File: src/hdl/dcache_pkg.sv
/* dcache shared definitions
   word, address and strobe widths used across the cache and its testbench */

package dcache_pkg;

   //////////////////////////////
   // widths
   //////////////////////////////

   // processor word
   localparam int WORD_BITS = 32;

   // byte address
   localparam int ADDR_BITS = 32;

   // one strobe bit per byte lane
   localparam int STRB_BITS = WORD_BITS / 8;

   // low address bits that pick a byte inside a word
   localparam int BYTE_OFF_BITS = $clog2(STRB_BITS);

   //////////////////////////////
   // vector types
   //////////////////////////////

   // data word on the load/store port
   typedef logic [WORD_BITS-1:0] word_t;

   // byte address, split as tag | index | word offset | byte offset
   typedef logic [ADDR_BITS-1:0] addr_t;

   // byte write strobe, all zero means a read
   typedef logic [STRB_BITS-1:0] strb_t;

   // lines are built by the modules from LINE_WORDS words,
   // word 0 in the lowest bits

endpackage

File: src/hdl/dcache_ifs.sv
/* dcache array ports
   controller-to-array links for line data and for tag/valid/dirty state */
`timescale 1ns/1ps

// line data array port
interface data_port_if #(
   parameter int LINE_WORDS = 4,
   parameter int INDEX_BITS = 4
);
   localparam int LINE_BITS  = LINE_WORDS * dcache_pkg::WORD_BITS;
   localparam int LINE_BYTES = LINE_WORDS * dcache_pkg::STRB_BITS;

   logic [INDEX_BITS-1:0] index;
   logic                  rd_en;
   logic                  wr_en;
   // one enable per byte of the line
   logic [LINE_BYTES-1:0] byte_en;
   logic [LINE_BITS-1:0]  wdata;
   // registered, valid the cycle after rd_en
   logic [LINE_BITS-1:0]  rdata;

   modport ctrl  (output index, rd_en, wr_en, byte_en, wdata, input rdata);
   modport array (input index, rd_en, wr_en, byte_en, wdata, output rdata);
endinterface

// tag array port
interface tag_port_if #(
   parameter int INDEX_BITS = 4,
   parameter int TAG_BITS   = 26
);
   logic [INDEX_BITS-1:0] index;
   logic                  rd_en;
   // write sets valid, dirty follows set_dirty
   logic                  wr_en;
   logic [TAG_BITS-1:0]   wtag;
   logic                  set_dirty;
   // registered read results
   logic [TAG_BITS-1:0]   rtag;
   logic                  rvalid;
   logic                  rdirty;

   modport ctrl  (output index, rd_en, wr_en, wtag, set_dirty,
                  input  rtag, rvalid, rdirty);
   modport array (input  index, rd_en, wr_en, wtag, set_dirty,
                  output rtag, rvalid, rdirty);
endinterface

File: src/hdl/dcache_data_array.sv
/* dcache line data array
   one line per index, byte-masked write and registered whole-line read */
`timescale 1ns/1ps

module dcache_data_array #(
   parameter int LINE_WORDS = 4,
   parameter int INDEX_BITS = 4
) (
   input logic      clk,
   data_port_if.array port
);

   localparam int NUM_LINES  = 2 ** INDEX_BITS;
   localparam int LINE_BITS  = LINE_WORDS * dcache_pkg::WORD_BITS;
   localparam int LINE_BYTES = LINE_WORDS * dcache_pkg::STRB_BITS;

   typedef logic [LINE_BITS-1:0] line_t;

   //////////////////////////////
   // storage
   //////////////////////////////

   // contents only meaningful where the tag array says valid
   line_t mem [NUM_LINES];

   // write port
   // only bytes with byte_en set change
   // takes effect at the edge it is presented
   always_ff @(posedge clk) begin
      if (port.wr_en) begin
         for (int b = 0; b < LINE_BYTES; b++) begin
            if (port.byte_en[b]) begin
               mem[port.index][b*8 +: 8] <= port.wdata[b*8 +: 8];
            end
         end
      end
   end

   //////////////////////////////
   // read port
   //////////////////////////////

   // whole line, out on the cycle after rd_en
   // held until the next read
   always_ff @(posedge clk) begin
      if (port.rd_en) begin
         port.rdata <= mem[port.index];
      end
   end

endmodule

File: src/hdl/dcache_tag_array.sv
/* dcache tag array
   per-line tag storage with valid and dirty flags, registered read */
`timescale 1ns/1ps

module dcache_tag_array #(
   parameter int INDEX_BITS = 4,
   parameter int TAG_BITS   = 26
) (
   input logic       clk,
   input logic       rst,
   tag_port_if.array port
);

   localparam int NUM_LINES = 2 ** INDEX_BITS;

   typedef logic [TAG_BITS-1:0] tag_t;

   //////////////////////////////
   // state
   //////////////////////////////

   // tags themselves are plain storage
   tag_t tag_mem [NUM_LINES];

   // flags live in flops so reset empties the cache
   logic [NUM_LINES-1:0] valid_q;
   logic [NUM_LINES-1:0] dirty_q;

   // tag write, same edge
   always_ff @(posedge clk) begin
      if (port.wr_en) begin
         tag_mem[port.index] <= port.wtag;
      end
   end

   // flag update
   // a write always validates, dirty loaded from set_dirty
   always_ff @(posedge clk) begin
      if (rst) begin
         valid_q <= '0;
         dirty_q <= '0;
      end else if (port.wr_en) begin
         valid_q[port.index] <= 1'b1;
         dirty_q[port.index] <= port.set_dirty;
      end
   end

   //////////////////////////////
   // read port
   //////////////////////////////

   // one cycle after rd_en, held until the next read
   always_ff @(posedge clk) begin
      if (rst) begin
         port.rvalid <= 1'b0;
         port.rdirty <= 1'b0;
      end else if (port.rd_en) begin
         port.rvalid <= valid_q[port.index];
         port.rdirty <= dirty_q[port.index];
      end
   end

   always_ff @(posedge clk) begin
      if (port.rd_en) begin
         port.rtag <= tag_mem[port.index];
      end
   end

endmodule

File: src/hdl/dcache_ctrl.sv
/* dcache controller
   blocking hit/miss FSM, write-back and allocation sequencing, array steering */
`timescale 1ns/1ps

module dcache_ctrl #(
   parameter int LINE_WORDS = 4,
   parameter int INDEX_BITS = 4,
   parameter int TAG_BITS   = 26
) (
   input  logic                                       clk,
   input  logic                                       rst,
   // processor request
   input  dcache_pkg::addr_t                          req_addr,
   input  dcache_pkg::strb_t                          req_wstrb,
   input  dcache_pkg::word_t                          req_wdata,
   input  logic                                       req_valid,
   output logic                                       req_ready,
   // processor response
   output dcache_pkg::word_t                          resp_data,
   output logic                                       resp_valid,
   input  logic                                       resp_ready,
   // write-back request and completion
   output dcache_pkg::addr_t                          wb_addr,
   output logic [LINE_WORDS*dcache_pkg::WORD_BITS-1:0] wb_data,
   output logic                                       wb_valid,
   input  logic                                       wb_ready,
   input  logic                                       wb_done_valid,
   output logic                                       wb_done_ready,
   // allocation request and response
   output dcache_pkg::addr_t                          alloc_addr,
   output logic                                       alloc_valid,
   input  logic                                       alloc_ready,
   input  logic [LINE_WORDS*dcache_pkg::WORD_BITS-1:0] alloc_data,
   input  logic                                       alloc_data_valid,
   output logic                                       alloc_data_ready,
   // array ports
   data_port_if.ctrl                                  data,
   tag_port_if.ctrl                                   tag
);

   localparam int WORD_BITS  = dcache_pkg::WORD_BITS;
   localparam int STRB_BITS  = dcache_pkg::STRB_BITS;
   localparam int BOFF_BITS  = dcache_pkg::BYTE_OFF_BITS;
   localparam int WOFF_BITS  = $clog2(LINE_WORDS);
   localparam int LINE_BITS  = LINE_WORDS * WORD_BITS;
   localparam int LINE_BYTES = LINE_WORDS * STRB_BITS;

   typedef logic [TAG_BITS-1:0]   tag_t;
   typedef logic [INDEX_BITS-1:0] index_t;
   typedef logic [WOFF_BITS-1:0]  woff_t;
   typedef logic [LINE_BITS-1:0]  line_t;
   typedef logic [LINE_BYTES-1:0] line_mask_t;

   typedef enum logic [2:0] {
      IDLE,
      LOOKUP,
      WB_REQ,
      WB_WAIT,
      ALLOC_REQ,
      ALLOC_WAIT,
      REFILL
   } state_t;

   state_t state;
   state_t state_next;

   //////////////////////////////
   // latched request
   //////////////////////////////

   dcache_pkg::addr_t req_addr_q;
   dcache_pkg::strb_t req_wstrb_q;
   dcache_pkg::word_t req_wdata_q;

   logic   req_fire;
   logic   is_write;
   tag_t   req_tag;
   index_t req_index;
   woff_t  req_woff;
   index_t in_index;

   assign req_fire = req_valid && req_ready;
   assign is_write = |req_wstrb_q;

   // address split of the held request
   assign req_tag   = req_addr_q[dcache_pkg::ADDR_BITS-1 -: TAG_BITS];
   assign req_index = req_addr_q[BOFF_BITS+WOFF_BITS +: INDEX_BITS];
   assign req_woff  = req_addr_q[BOFF_BITS +: WOFF_BITS];
   // index straight off the port, for the lookup read at accept
   assign in_index  = req_addr[BOFF_BITS+WOFF_BITS +: INDEX_BITS];

   always_ff @(posedge clk) begin
      if (req_fire) begin
         req_addr_q  <= req_addr;
         req_wstrb_q <= req_wstrb;
         req_wdata_q <= req_wdata;
      end
   end

   //////////////////////////////
   // lookup result
   //////////////////////////////

   logic              hit;
   logic              victim_dirty;
   logic              resp_set;
   logic              write_hit;
   logic              alloc_fire;
   dcache_pkg::word_t sel_word;
   line_mask_t        wr_mask;

   // array outputs are valid throughout LOOKUP
   assign hit          = tag.rvalid && (tag.rtag == req_tag);
   assign victim_dirty = tag.rvalid && tag.rdirty;
   assign sel_word     = data.rdata[req_woff*WORD_BITS +: WORD_BITS];

   // read hit registers the word, write hit merges into the array
   assign resp_set   = (state == LOOKUP) && !resp_valid && hit && !is_write;
   assign write_hit  = (state == LOOKUP) && hit && is_write;
   assign alloc_fire = (state == ALLOC_WAIT) && alloc_data_valid;

   // word strobe placed at the word offset
   always_comb begin
      for (int w = 0; w < LINE_WORDS; w++) begin
         wr_mask[w*STRB_BITS +: STRB_BITS] =
            (req_woff == woff_t'(w)) ? req_wstrb_q : '0;
      end
   end

   //////////////////////////////
   // state and response
   //////////////////////////////

   always_ff @(posedge clk) begin
      if (rst) begin
         state      <= IDLE;
         resp_valid <= 1'b0;
      end else begin
         state <= state_next;
         if (resp_set) begin
            resp_valid <= 1'b1;
         end else if (resp_valid && resp_ready) begin
            resp_valid <= 1'b0;
         end
      end
   end

   // held stable while resp_valid waits for ready
   always_ff @(posedge clk) begin
      if (resp_set) begin
         resp_data <= sel_word;
      end
   end

   always_comb begin
      state_next = state;
      case (state)
         IDLE: begin
            if (req_fire) begin
               state_next = LOOKUP;
            end
         end
         LOOKUP: begin
            // pending read response, leave once taken
            if (resp_valid) begin
               if (resp_ready) begin
                  state_next = IDLE;
               end
            end else if (hit) begin
               if (is_write) begin
                  state_next = IDLE;
               end
            end else if (victim_dirty) begin
               state_next = WB_REQ;
            end else begin
               state_next = ALLOC_REQ;
            end
         end
         WB_REQ: begin
            if (wb_ready) begin
               state_next = WB_WAIT;
            end
         end
         WB_WAIT: begin
            if (wb_done_valid) begin
               state_next = ALLOC_REQ;
            end
         end
         ALLOC_REQ: begin
            if (alloc_ready) begin
               state_next = ALLOC_WAIT;
            end
         end
         ALLOC_WAIT: begin
            if (alloc_data_valid) begin
               state_next = REFILL;
            end
         end
         // second lookup of the same request, hits now
         REFILL: begin
            state_next = LOOKUP;
         end
         default: begin
            state_next = IDLE;
         end
      endcase
   end

   //////////////////////////////
   // channels
   //////////////////////////////

   assign req_ready        = (state == IDLE);
   assign wb_valid         = (state == WB_REQ);
   assign wb_done_ready    = (state == WB_WAIT);
   assign alloc_valid      = (state == ALLOC_REQ);
   assign alloc_data_ready = (state == ALLOC_WAIT);

   // victim line still sits in the array read registers
   assign wb_data    = data.rdata;
   assign wb_addr    = {tag.rtag, req_index, {(WOFF_BITS+BOFF_BITS){1'b0}}};
   assign alloc_addr = {req_tag, req_index, {(WOFF_BITS+BOFF_BITS){1'b0}}};

   //////////////////////////////
   // array steering
   //////////////////////////////

   // lookup read at accept uses the port address, later ones the held one
   assign data.index   = (state == IDLE) ? in_index : req_index;
   assign data.rd_en   = (state == IDLE && req_fire) || (state == REFILL);
   assign data.wr_en   = write_hit || alloc_fire;
   // refill fills every byte, a write hit only its strobed bytes
   assign data.byte_en = alloc_fire ? {LINE_BYTES{1'b1}} : wr_mask;
   assign data.wdata   = alloc_fire ? line_t'(alloc_data) : {LINE_WORDS{req_wdata_q}};

   assign tag.index     = data.index;
   assign tag.rd_en     = data.rd_en;
   assign tag.wr_en     = data.wr_en;
   assign tag.wtag      = req_tag;
   // clean after refill, dirty after a write hit
   assign tag.set_dirty = write_hit;

endmodule

File: src/hdl/dcache_top.sv
/* dcache top level
   direct-mapped write-back cache, arrays and controller wired together */
`timescale 1ns/1ps

module dcache_top #(
   parameter int LINE_WORDS = 4,
   parameter int INDEX_BITS = 4
) (
   input  logic                                       clk,
   input  logic                                       rst,
   // processor side
   input  dcache_pkg::addr_t                          req_addr,
   input  dcache_pkg::strb_t                          req_wstrb,
   input  dcache_pkg::word_t                          req_wdata,
   input  logic                                       req_valid,
   output logic                                       req_ready,
   output dcache_pkg::word_t                          resp_data,
   output logic                                       resp_valid,
   input  logic                                       resp_ready,
   // write-back channel
   output dcache_pkg::addr_t                          wb_addr,
   output logic [LINE_WORDS*dcache_pkg::WORD_BITS-1:0] wb_data,
   output logic                                       wb_valid,
   input  logic                                       wb_ready,
   input  logic                                       wb_done_valid,
   output logic                                       wb_done_ready,
   // allocation channel
   output dcache_pkg::addr_t                          alloc_addr,
   output logic                                       alloc_valid,
   input  logic                                       alloc_ready,
   input  logic [LINE_WORDS*dcache_pkg::WORD_BITS-1:0] alloc_data,
   input  logic                                       alloc_data_valid,
   output logic                                       alloc_data_ready
);

   // what is left of the address above index and offsets
   localparam int TAG_BITS = dcache_pkg::ADDR_BITS - INDEX_BITS
                             - $clog2(LINE_WORDS) - dcache_pkg::BYTE_OFF_BITS;

   data_port_if #(.LINE_WORDS(LINE_WORDS), .INDEX_BITS(INDEX_BITS)) data_if ();
   tag_port_if  #(.INDEX_BITS(INDEX_BITS), .TAG_BITS(TAG_BITS))     tag_if ();

   // both arrays see the same index each cycle
   dcache_data_array #(.LINE_WORDS(LINE_WORDS), .INDEX_BITS(INDEX_BITS)) u_data_array (
      .clk  (clk),
      .port (data_if)
   );

   dcache_tag_array #(.INDEX_BITS(INDEX_BITS), .TAG_BITS(TAG_BITS)) u_tag_array (
      .clk  (clk),
      .rst  (rst),
      .port (tag_if)
   );

   dcache_ctrl #(
      .LINE_WORDS (LINE_WORDS),
      .INDEX_BITS (INDEX_BITS),
      .TAG_BITS   (TAG_BITS)
   ) u_ctrl (
      .clk              (clk),
      .rst              (rst),
      .req_addr         (req_addr),
      .req_wstrb        (req_wstrb),
      .req_wdata        (req_wdata),
      .req_valid        (req_valid),
      .req_ready        (req_ready),
      .resp_data        (resp_data),
      .resp_valid       (resp_valid),
      .resp_ready       (resp_ready),
      .wb_addr          (wb_addr),
      .wb_data          (wb_data),
      .wb_valid         (wb_valid),
      .wb_ready         (wb_ready),
      .wb_done_valid    (wb_done_valid),
      .wb_done_ready    (wb_done_ready),
      .alloc_addr       (alloc_addr),
      .alloc_valid      (alloc_valid),
      .alloc_ready      (alloc_ready),
      .alloc_data       (alloc_data),
      .alloc_data_valid (alloc_data_valid),
      .alloc_data_ready (alloc_data_ready),
      .data             (data_if),
      .tag              (tag_if)
   );

endmodule

File: config.mk
export PLATFORM = sky130hd
export DESIGN_NAME = dcache_top
export DESIGN_NICKNAME = d
export VERILOG_FILES = /design/src/hdl/dcache_pkg.sv /design/src/hdl/dcache_ifs.sv /design/src/hdl/dcache_data_array.sv /design/src/hdl/dcache_tag_array.sv /design/src/hdl/dcache_ctrl.sv /design/src/hdl/dcache_top.sv
export SDC_FILE = /design/constraint.sdc
export NUM_CORES = 2
export LEC_CHECK = 0
export BUFFER_PORTS_ARGS = -buffer_cell sky130_fd_sc_hd__buf_2
export CORE_MARGIN = 10
export CORE_UTILIZATION = 35
export CTS_CLUSTER_DIAMETER = 100
export DETAILED_ROUTE_END_ITERATION = 10
export GPL_ROUTABILITY_DRIVEN = 0
export PLACE_DENSITY = 0.52
export SLEW_MARGIN = 5
export SYNTH_ARGS = -nofsm -noshare
export SYNTH_HDL_FRONTEND = slang
export SYNTH_HIERARCHICAL = 1
export SYNTH_SLANG_ARGS = --single-unit
export TNS_END_PERCENT = 20
File: constraint.sdc
create_clock -name clk -period 18.5 [get_ports clk]
set_clock_uncertainty 0.1 [all_clocks]
set_input_delay 1.85 -clock clk [delete_from_list [all_inputs] [get_ports clk]]
set_output_delay 1.85 -clock clk [all_outputs]
set_load 0.01 [all_outputs]
# == Word level (Yosys, flattened, before mapping) ==
# Memories as Yosys holds them, arrays and structs flattened. A register that Yosys moved wholly into a read port is not among the register bits.
# Index checks and enable logic that the tools add are counted.
# totals
ff_bits,138
wordCells,131
memories,2
ram_bits,2432
inputBits,204
out_inout_bits,230
# classes
n_shift,1
n_mux,77
bitwise_logic,1
n_eq_ne,17
n_reduce_logical,21
n_lt_le_gt_ge,2
# memory_table
memory,depth,width,rd,rd_ports_with_merged_regs,wr,line,rtl
u_data_array.mem,16,128,1,1,1,dcache_data_array.sv:24,line_t mem [NUM_LINES];
u_tag_array.tag_mem,16,24,1,1,1,dcache_tag_array.sv:23,tag_t tag_mem [NUM_LINES];
# ops
op,n
two-way mux 128 bit,1
indexed part select 128 x 8 -> 32 bit,1
two-way mux 1 bit,55
two-way mux 3 bit,10
equality test 24 bit,1
one-hot mux 3 bit (7 select lines),1
two-way mux 4 bit,5
bitwise mux 16 bit,1
two-way mux 16 bit,1
bitwise OR 16 bit,1
logical AND 1 bit,12
"equality test 3 bit, second input constant",3
binary-select mux 1 bit (select 4 bit),2
AND reduction 7 bit,1
"equality test 3 x 2 -> 1 bit, second input constant",2
"!= test 2 bit, second input constant",3
"< comparator 4 x 5 -> 1 bit, second input constant",1
demux 1 bit (select 4 bit),1
"equality test 2 bit, second input constant",2
">= comparator 4 x 1 -> 1 bit, second input constant",1
"!= test 2 x 1 -> 1 bit, second input constant",2
"!= test 4 x 2 -> 1 bit, second input constant",1
OR reduction 4 bit,1
"equality test 3 x 1 -> 1 bit, second input constant",1
other kinds (7),9

# == Depth between registers and ports, before layout ==
# depth
ltp_word,7
depth_mapped,12
ltp_nobuf,10

# == Modules after synthesis ==
# Netlist, hierarchy kept.
# modules_own_cells
module,area_per_inst_um2,cells_each,instances
dcache_data_array,81439.4,3576,1
dcache_tag_array,16592.2,731,1
dcache_ctrl,7552.2,830,1

# == Worst setup path before layout ==
# Ideal clock, no wire load.
# synth_timing
kind,input port to flip-flop
from,input req_valid
to,register u_tag_array.port.rdirty
setup_slack_ns,8.848
required_time_ns,18.271
arrival_time_ns,9.423
cell_stages,6
setup_time_ns,0.129
path_cell_list,nand2_1 > a21oi_1 > buf_4 > o31ai_1 > a41oi_1 > a311oi_1
# synth_between
elab_chain_len,3
# synth_rtl
element,line,rtl
from (decl),dcache_top.sv:15,"input logic req_valid,"
logical AND 1 bit,dcache_ctrl.sv:82,assign req_fire = req_valid && req_ready;
logical AND 1 bit,dcache_ctrl.sv:230,assign data.rd_en = (state == IDLE && req_fire) || (state == REFILL);
logical OR 1 bit,dcache_ctrl.sv:230,
net data_if.rd_en,dcache_ifs.sv:14,logic rd_en;
to (signal assigned),dcache_tag_array.sv:59,port.rdirty <= dirty_q[port.index];
to (decl),dcache_ifs.sv:45,"output rtag, rvalid, rdirty);"
# The timed path passes the listed nets, and every way through them passes these cells.
# A chain may end at the register's enable or synchronous reset.

# == Worst setup path in the final report ==
# layout_timing
from,register u_ctrl.state[2]
to,"register u_data_array.port.rdata[37], read port of u_data_array.mem, data pin"
# layout_between
elab_cells_between_ends,6
classes_between,eq/ne: 1; mux: 1; reduce/logical: 4
# layout_rtl
element,line,rtl
from (decl),dcache_ctrl.sv:64,state_t state;
from (signal assigned),dcache_ctrl.sv:139,state <= state_next;
zero test 3 bit,dcache_ctrl.sv:229,assign data.index = (state == IDLE) ? in_index : req_index;
two-way mux 4 bit,dcache_ctrl.sv:229,
net data_if.index[0],dcache_ifs.sv:13,logic [INDEX_BITS-1:0] index;
to (decl),dcache_ifs.sv:23,"modport array (input index, rd_en, wr_en, byte_en, wdata, output rdata);"
# The timed path passes the listed nets, and every way through them passes these cells.

==> results.json <==
{
  "ant_nets": 0,
  "drt_iter0_markers": 6085,
  "reg2reg_from": "u_ctrl/state[2]",
  "power-per-cell-area_nw_per_um2": 153.6,
  "coreArea_um2": 300000,
  "numCtsBuffers": 297,
  "insertion_delay_ps": 900,
  "dp_hpwl_um": 209500,
  "die_w_um": 569.2,
  "firstDrtPassIters": 5,
  "p_leak_nw": 38.23,
  "post_cts.repair.setup_buffers": 0,
  "grt_max_degree": 108,
  "postLayoutCellArea_um2": 120300,
  "r2r_cells": 10,
  "cp_data_required_time_ps": 19040,
  "cp_top_family": "buffers and inverters",
  "cts_sinks": 2720,
  "synth_commonest_cells": "2,682 x edfxtp_1, 668 x mux4_2, 494 x nand2_1, 318 x nor2_1, 277 x buf_4",
  "hold_buffers": 0,
  "root_buffer": "clkbuf_16",
  "setup_viol": 0,
  "die_area_um2": 324000,
  "grt_pass1_vias": 53540,
  "rrSetupSlack_ps": 11760,
  "rsz0062_at_grt": "no",
  "cp-end-kind": "flip-flop",
  "worstPathCellList": "or2_2 > nor2_1 > mux2_8 > buf_4 > buf_12 > buf_4 > buf_4 > mux4_2 > a22oi_1 > nand2_1",
  "setup_tns_ps": 0,
  "std_cell_rows": 201,
  "drt-wirelength-per-cell_um": 33.30,
  "maxSlewViolCount": 0,
  "yosys.area.top_type": "edfxtp_1",
  "port_buffers": 423,
  "r2r-end": "u_data_array/port.rdata[37]",
  "layout_min_cycle_time_ps": 6740,
  "cts.htree.levels": 5,
  "post_cts_resized": 0,
  "grt_pass1_wl_um": 439600,
  "vias_per_cell": 5.441,
  "ys_ff_latch": 2720,
  "holdPathEnd": "u_tag_array/valid_q[8]",
  "arrival_ps": 7280,
  "track_usage_pct": 19.27,
  "synth.avg_cell_area_um2": 20.55,
  "final_layout_size_suffix_gt1_share_pct": 29.33,
  "start_util_pct": 35.19,
  "status": "finished, final reports clean",
  "max-vdd-ir-drop_mv": 0.1282,
  "maxCapViolations": 0,
  "place_area_um2": 110700,
  "cts_tree": "built",
  "synth_cell_types": 53,
  "slowest_delay_ps": 820,
  "path_buf_inv": 4,
  "slew_headroom_pct": 18.21,
  "syn2layout_area_growth_pct": 13.98,
  "synth.most_common_cell": "edfxtp_1",
  "synthArstFlopShare_pct": 0,
  "pin_count": 434,
  "power.total_mw": 18.49,
  "num_vias": 52640,
  "cp_max_fo": 95,
  "antenna_found_initial": 60,
  "grt_overflow": 0,
  "crit_slowest_cell": "buf_4",
  "min_from": "u_tag_array/valid_q[8]",
  "wirelength_um": 322100,
  "cp_common_cell": "buf_4",
  "worst_pin_slew_ps": 1223,
  "synth_area_leaders": "edfxtp_1 76%, mux4_2 14%, buf_4 2.0%",
  "fin_crit_sh_pct": 36.43,
  "yosysSeqAreaShare_pct": 77.00,
  "yosys_warnings": 6,
  "cts_max_path_buffers": 4,
  "final_hold_viol_count": 0,
  "synth_top_area_share_pct": 76.28,
  "drc": 0,
  "cp-start-kind": "flip-flop",
  "synthFlopType": "edfxtp_1",
  "max_freq_mhz": 148.4,
  "synth_edf_count": 2682,
  "syn_area_um2": 105600,
  "hold_class": "reg2reg",
  "hold_depth": 2,
  "die_y_um": 569.2,
  "final_nets": 5671,
  "critical_path_class": "reg2reg",
  "synthCells": 5137,
  "clk_pin_slew_ps": 60
}
-- logic make-up after synthesis --
kind of cell | count (synthesis) | synth area share (%)
AO/OA/AOI/OAI | 306 | 2.112
XOR/XNOR | 12 | 0.09954
buffers and inverters | 507 | 2.905
flip-flops | 2720 | 77.00
multiplexers | 682 | 14.39
other | 1 | 0.003552
AND/OR/NAND/NOR | 909 | 3.491
-- worst max path at each step --
| stage | cells past startpoint | endpoint | startpoint | slack (ps) |
|---|---|---|---|---|
| 6_report | 10 | u_data_array/port.rdata[37] | u_ctrl/state[2] | 11760 |
| 5_1_grt | 10 | u_data_array/port.rdata[25] | u_ctrl/state[2] | 11100 |
| 4_1_cts | 10 | u_data_array/port.rdata[37] | u_ctrl/state[2] | 11530 |
| 3_5_place_dp | 9 | u_data_array/port.rdata[35] | req_addr[4] | 11150 |
| 3_3_place_gp | 9 | u_data_array/port.rdata[37] | req_addr[4] | 11180 |
| 2_1_floorplan | 6 | u_tag_array/port.rdirty | req_valid | 8850 |
-- stage by stage --
stage / worst slack, ps / hold WS (ps) / std cells / utilization [%]
CTS: 11530 / 367.7 / 9655 / 40.10
global route: 11100 / 392.4 / 9659 / 40.10
finish: 11760 / 364.8 / 9675 / 40.11
global placement: 11180 / 337.3 / 9126 / 36.89
detailed placement: 11150 / 355.3 / 9126 / 36.89
floorplan: 8848 / 322.3 / 5144 / -
-- worst register-to-register path: stages, from the launching register on --
cell	delay (ps)
dfxtp_1	500
or2_2	400
nor2_1	540
mux2_8	670
buf_4	780
buf_12	710
buf_4	960
buf_4	860
mux4_2	600
a22oi_1	290
nand2_1	100
-- layout make-up --
class / instances / area (um^2)
fillers: 26720 / 179700
flip-flops and latches: 2720 / 81300
multi-input cells: 1917 / 21520
clock buffers: 354 / 7752
well taps: 3958 / 4952
repair buffers: 524 / 2900
clock inverters: 175 / 1852
diodes: 20 / 50.05
inverters: 7 / 26.28
-- layout by cell type, fill, tap and decap left out, drive strengths merged, types with 4 or more instances in the layout --
cell / count
mux4: 668
nand2: 494
nor2b: 16
mux2: 8
a22oi: 256
nand3: 11
clkbuf: 354
conb: 8
bufinv: 28
dfxtp: 38
nor3: 6
and3: 4
xor2: 11
nor2: 318
nand2b: 21
a211oi: 4
nor4: 11
a21oi: 19
or3: 6
clkinv: 129
edfxtp: 2682
buf: 524
clkinvlp: 5
o21ai: 13
nand4: 9
inv: 20
mux2i: 6
diode: 20
-- report_power, final --
group | internal (mW) | switching (mW) | total [mW] | leakage, nW
logic | 1.65 | 2.88 | 4.53 | 9.00
registers | 7.58 | 0.508 | 8.09 | 24.5
clock network | 3.41 | 2.46 | 5.87 | 4.71
total | 12.6 | 5.85 | 18.5 | 38.2
-- registers in the layout (all words and copies together) (netlist names) --
signal                   flops
u_tag_array/port.rvalid      1
u_ctrl/resp_data            32
u_data_array/port.rdata    128
u_tag_array/dirty_q         16
u_ctrl/resp_valid            1
u_tag_array/tag_mem        384
u_ctrl/req_wdata_q          32
u_ctrl/req_addr_q           30
u_tag_array/port.rtag       24
u_ctrl/state                 3
u_tag_array/valid_q         16
u_data_array/mem          2048
u_tag_array/port.rdirty      1
u_ctrl/req_wstrb_q           4
-- per-layer routing --
| layer | GRT usage (%) | up-vias | part of all wire [%] |
|---|---|---|---|
| met5 | 0 | - | 0.051 |
| met2 | 31.35 | 2301 | 48 |
| li1 | - | 21380 | - |
| met4 | 7.853 | 24 | 4.8 |
| met3 | 4.629 | 542 | 8.4 |
| met1 | 24.94 | 28390 | 39 |
(Power assumes the default switching activity.)
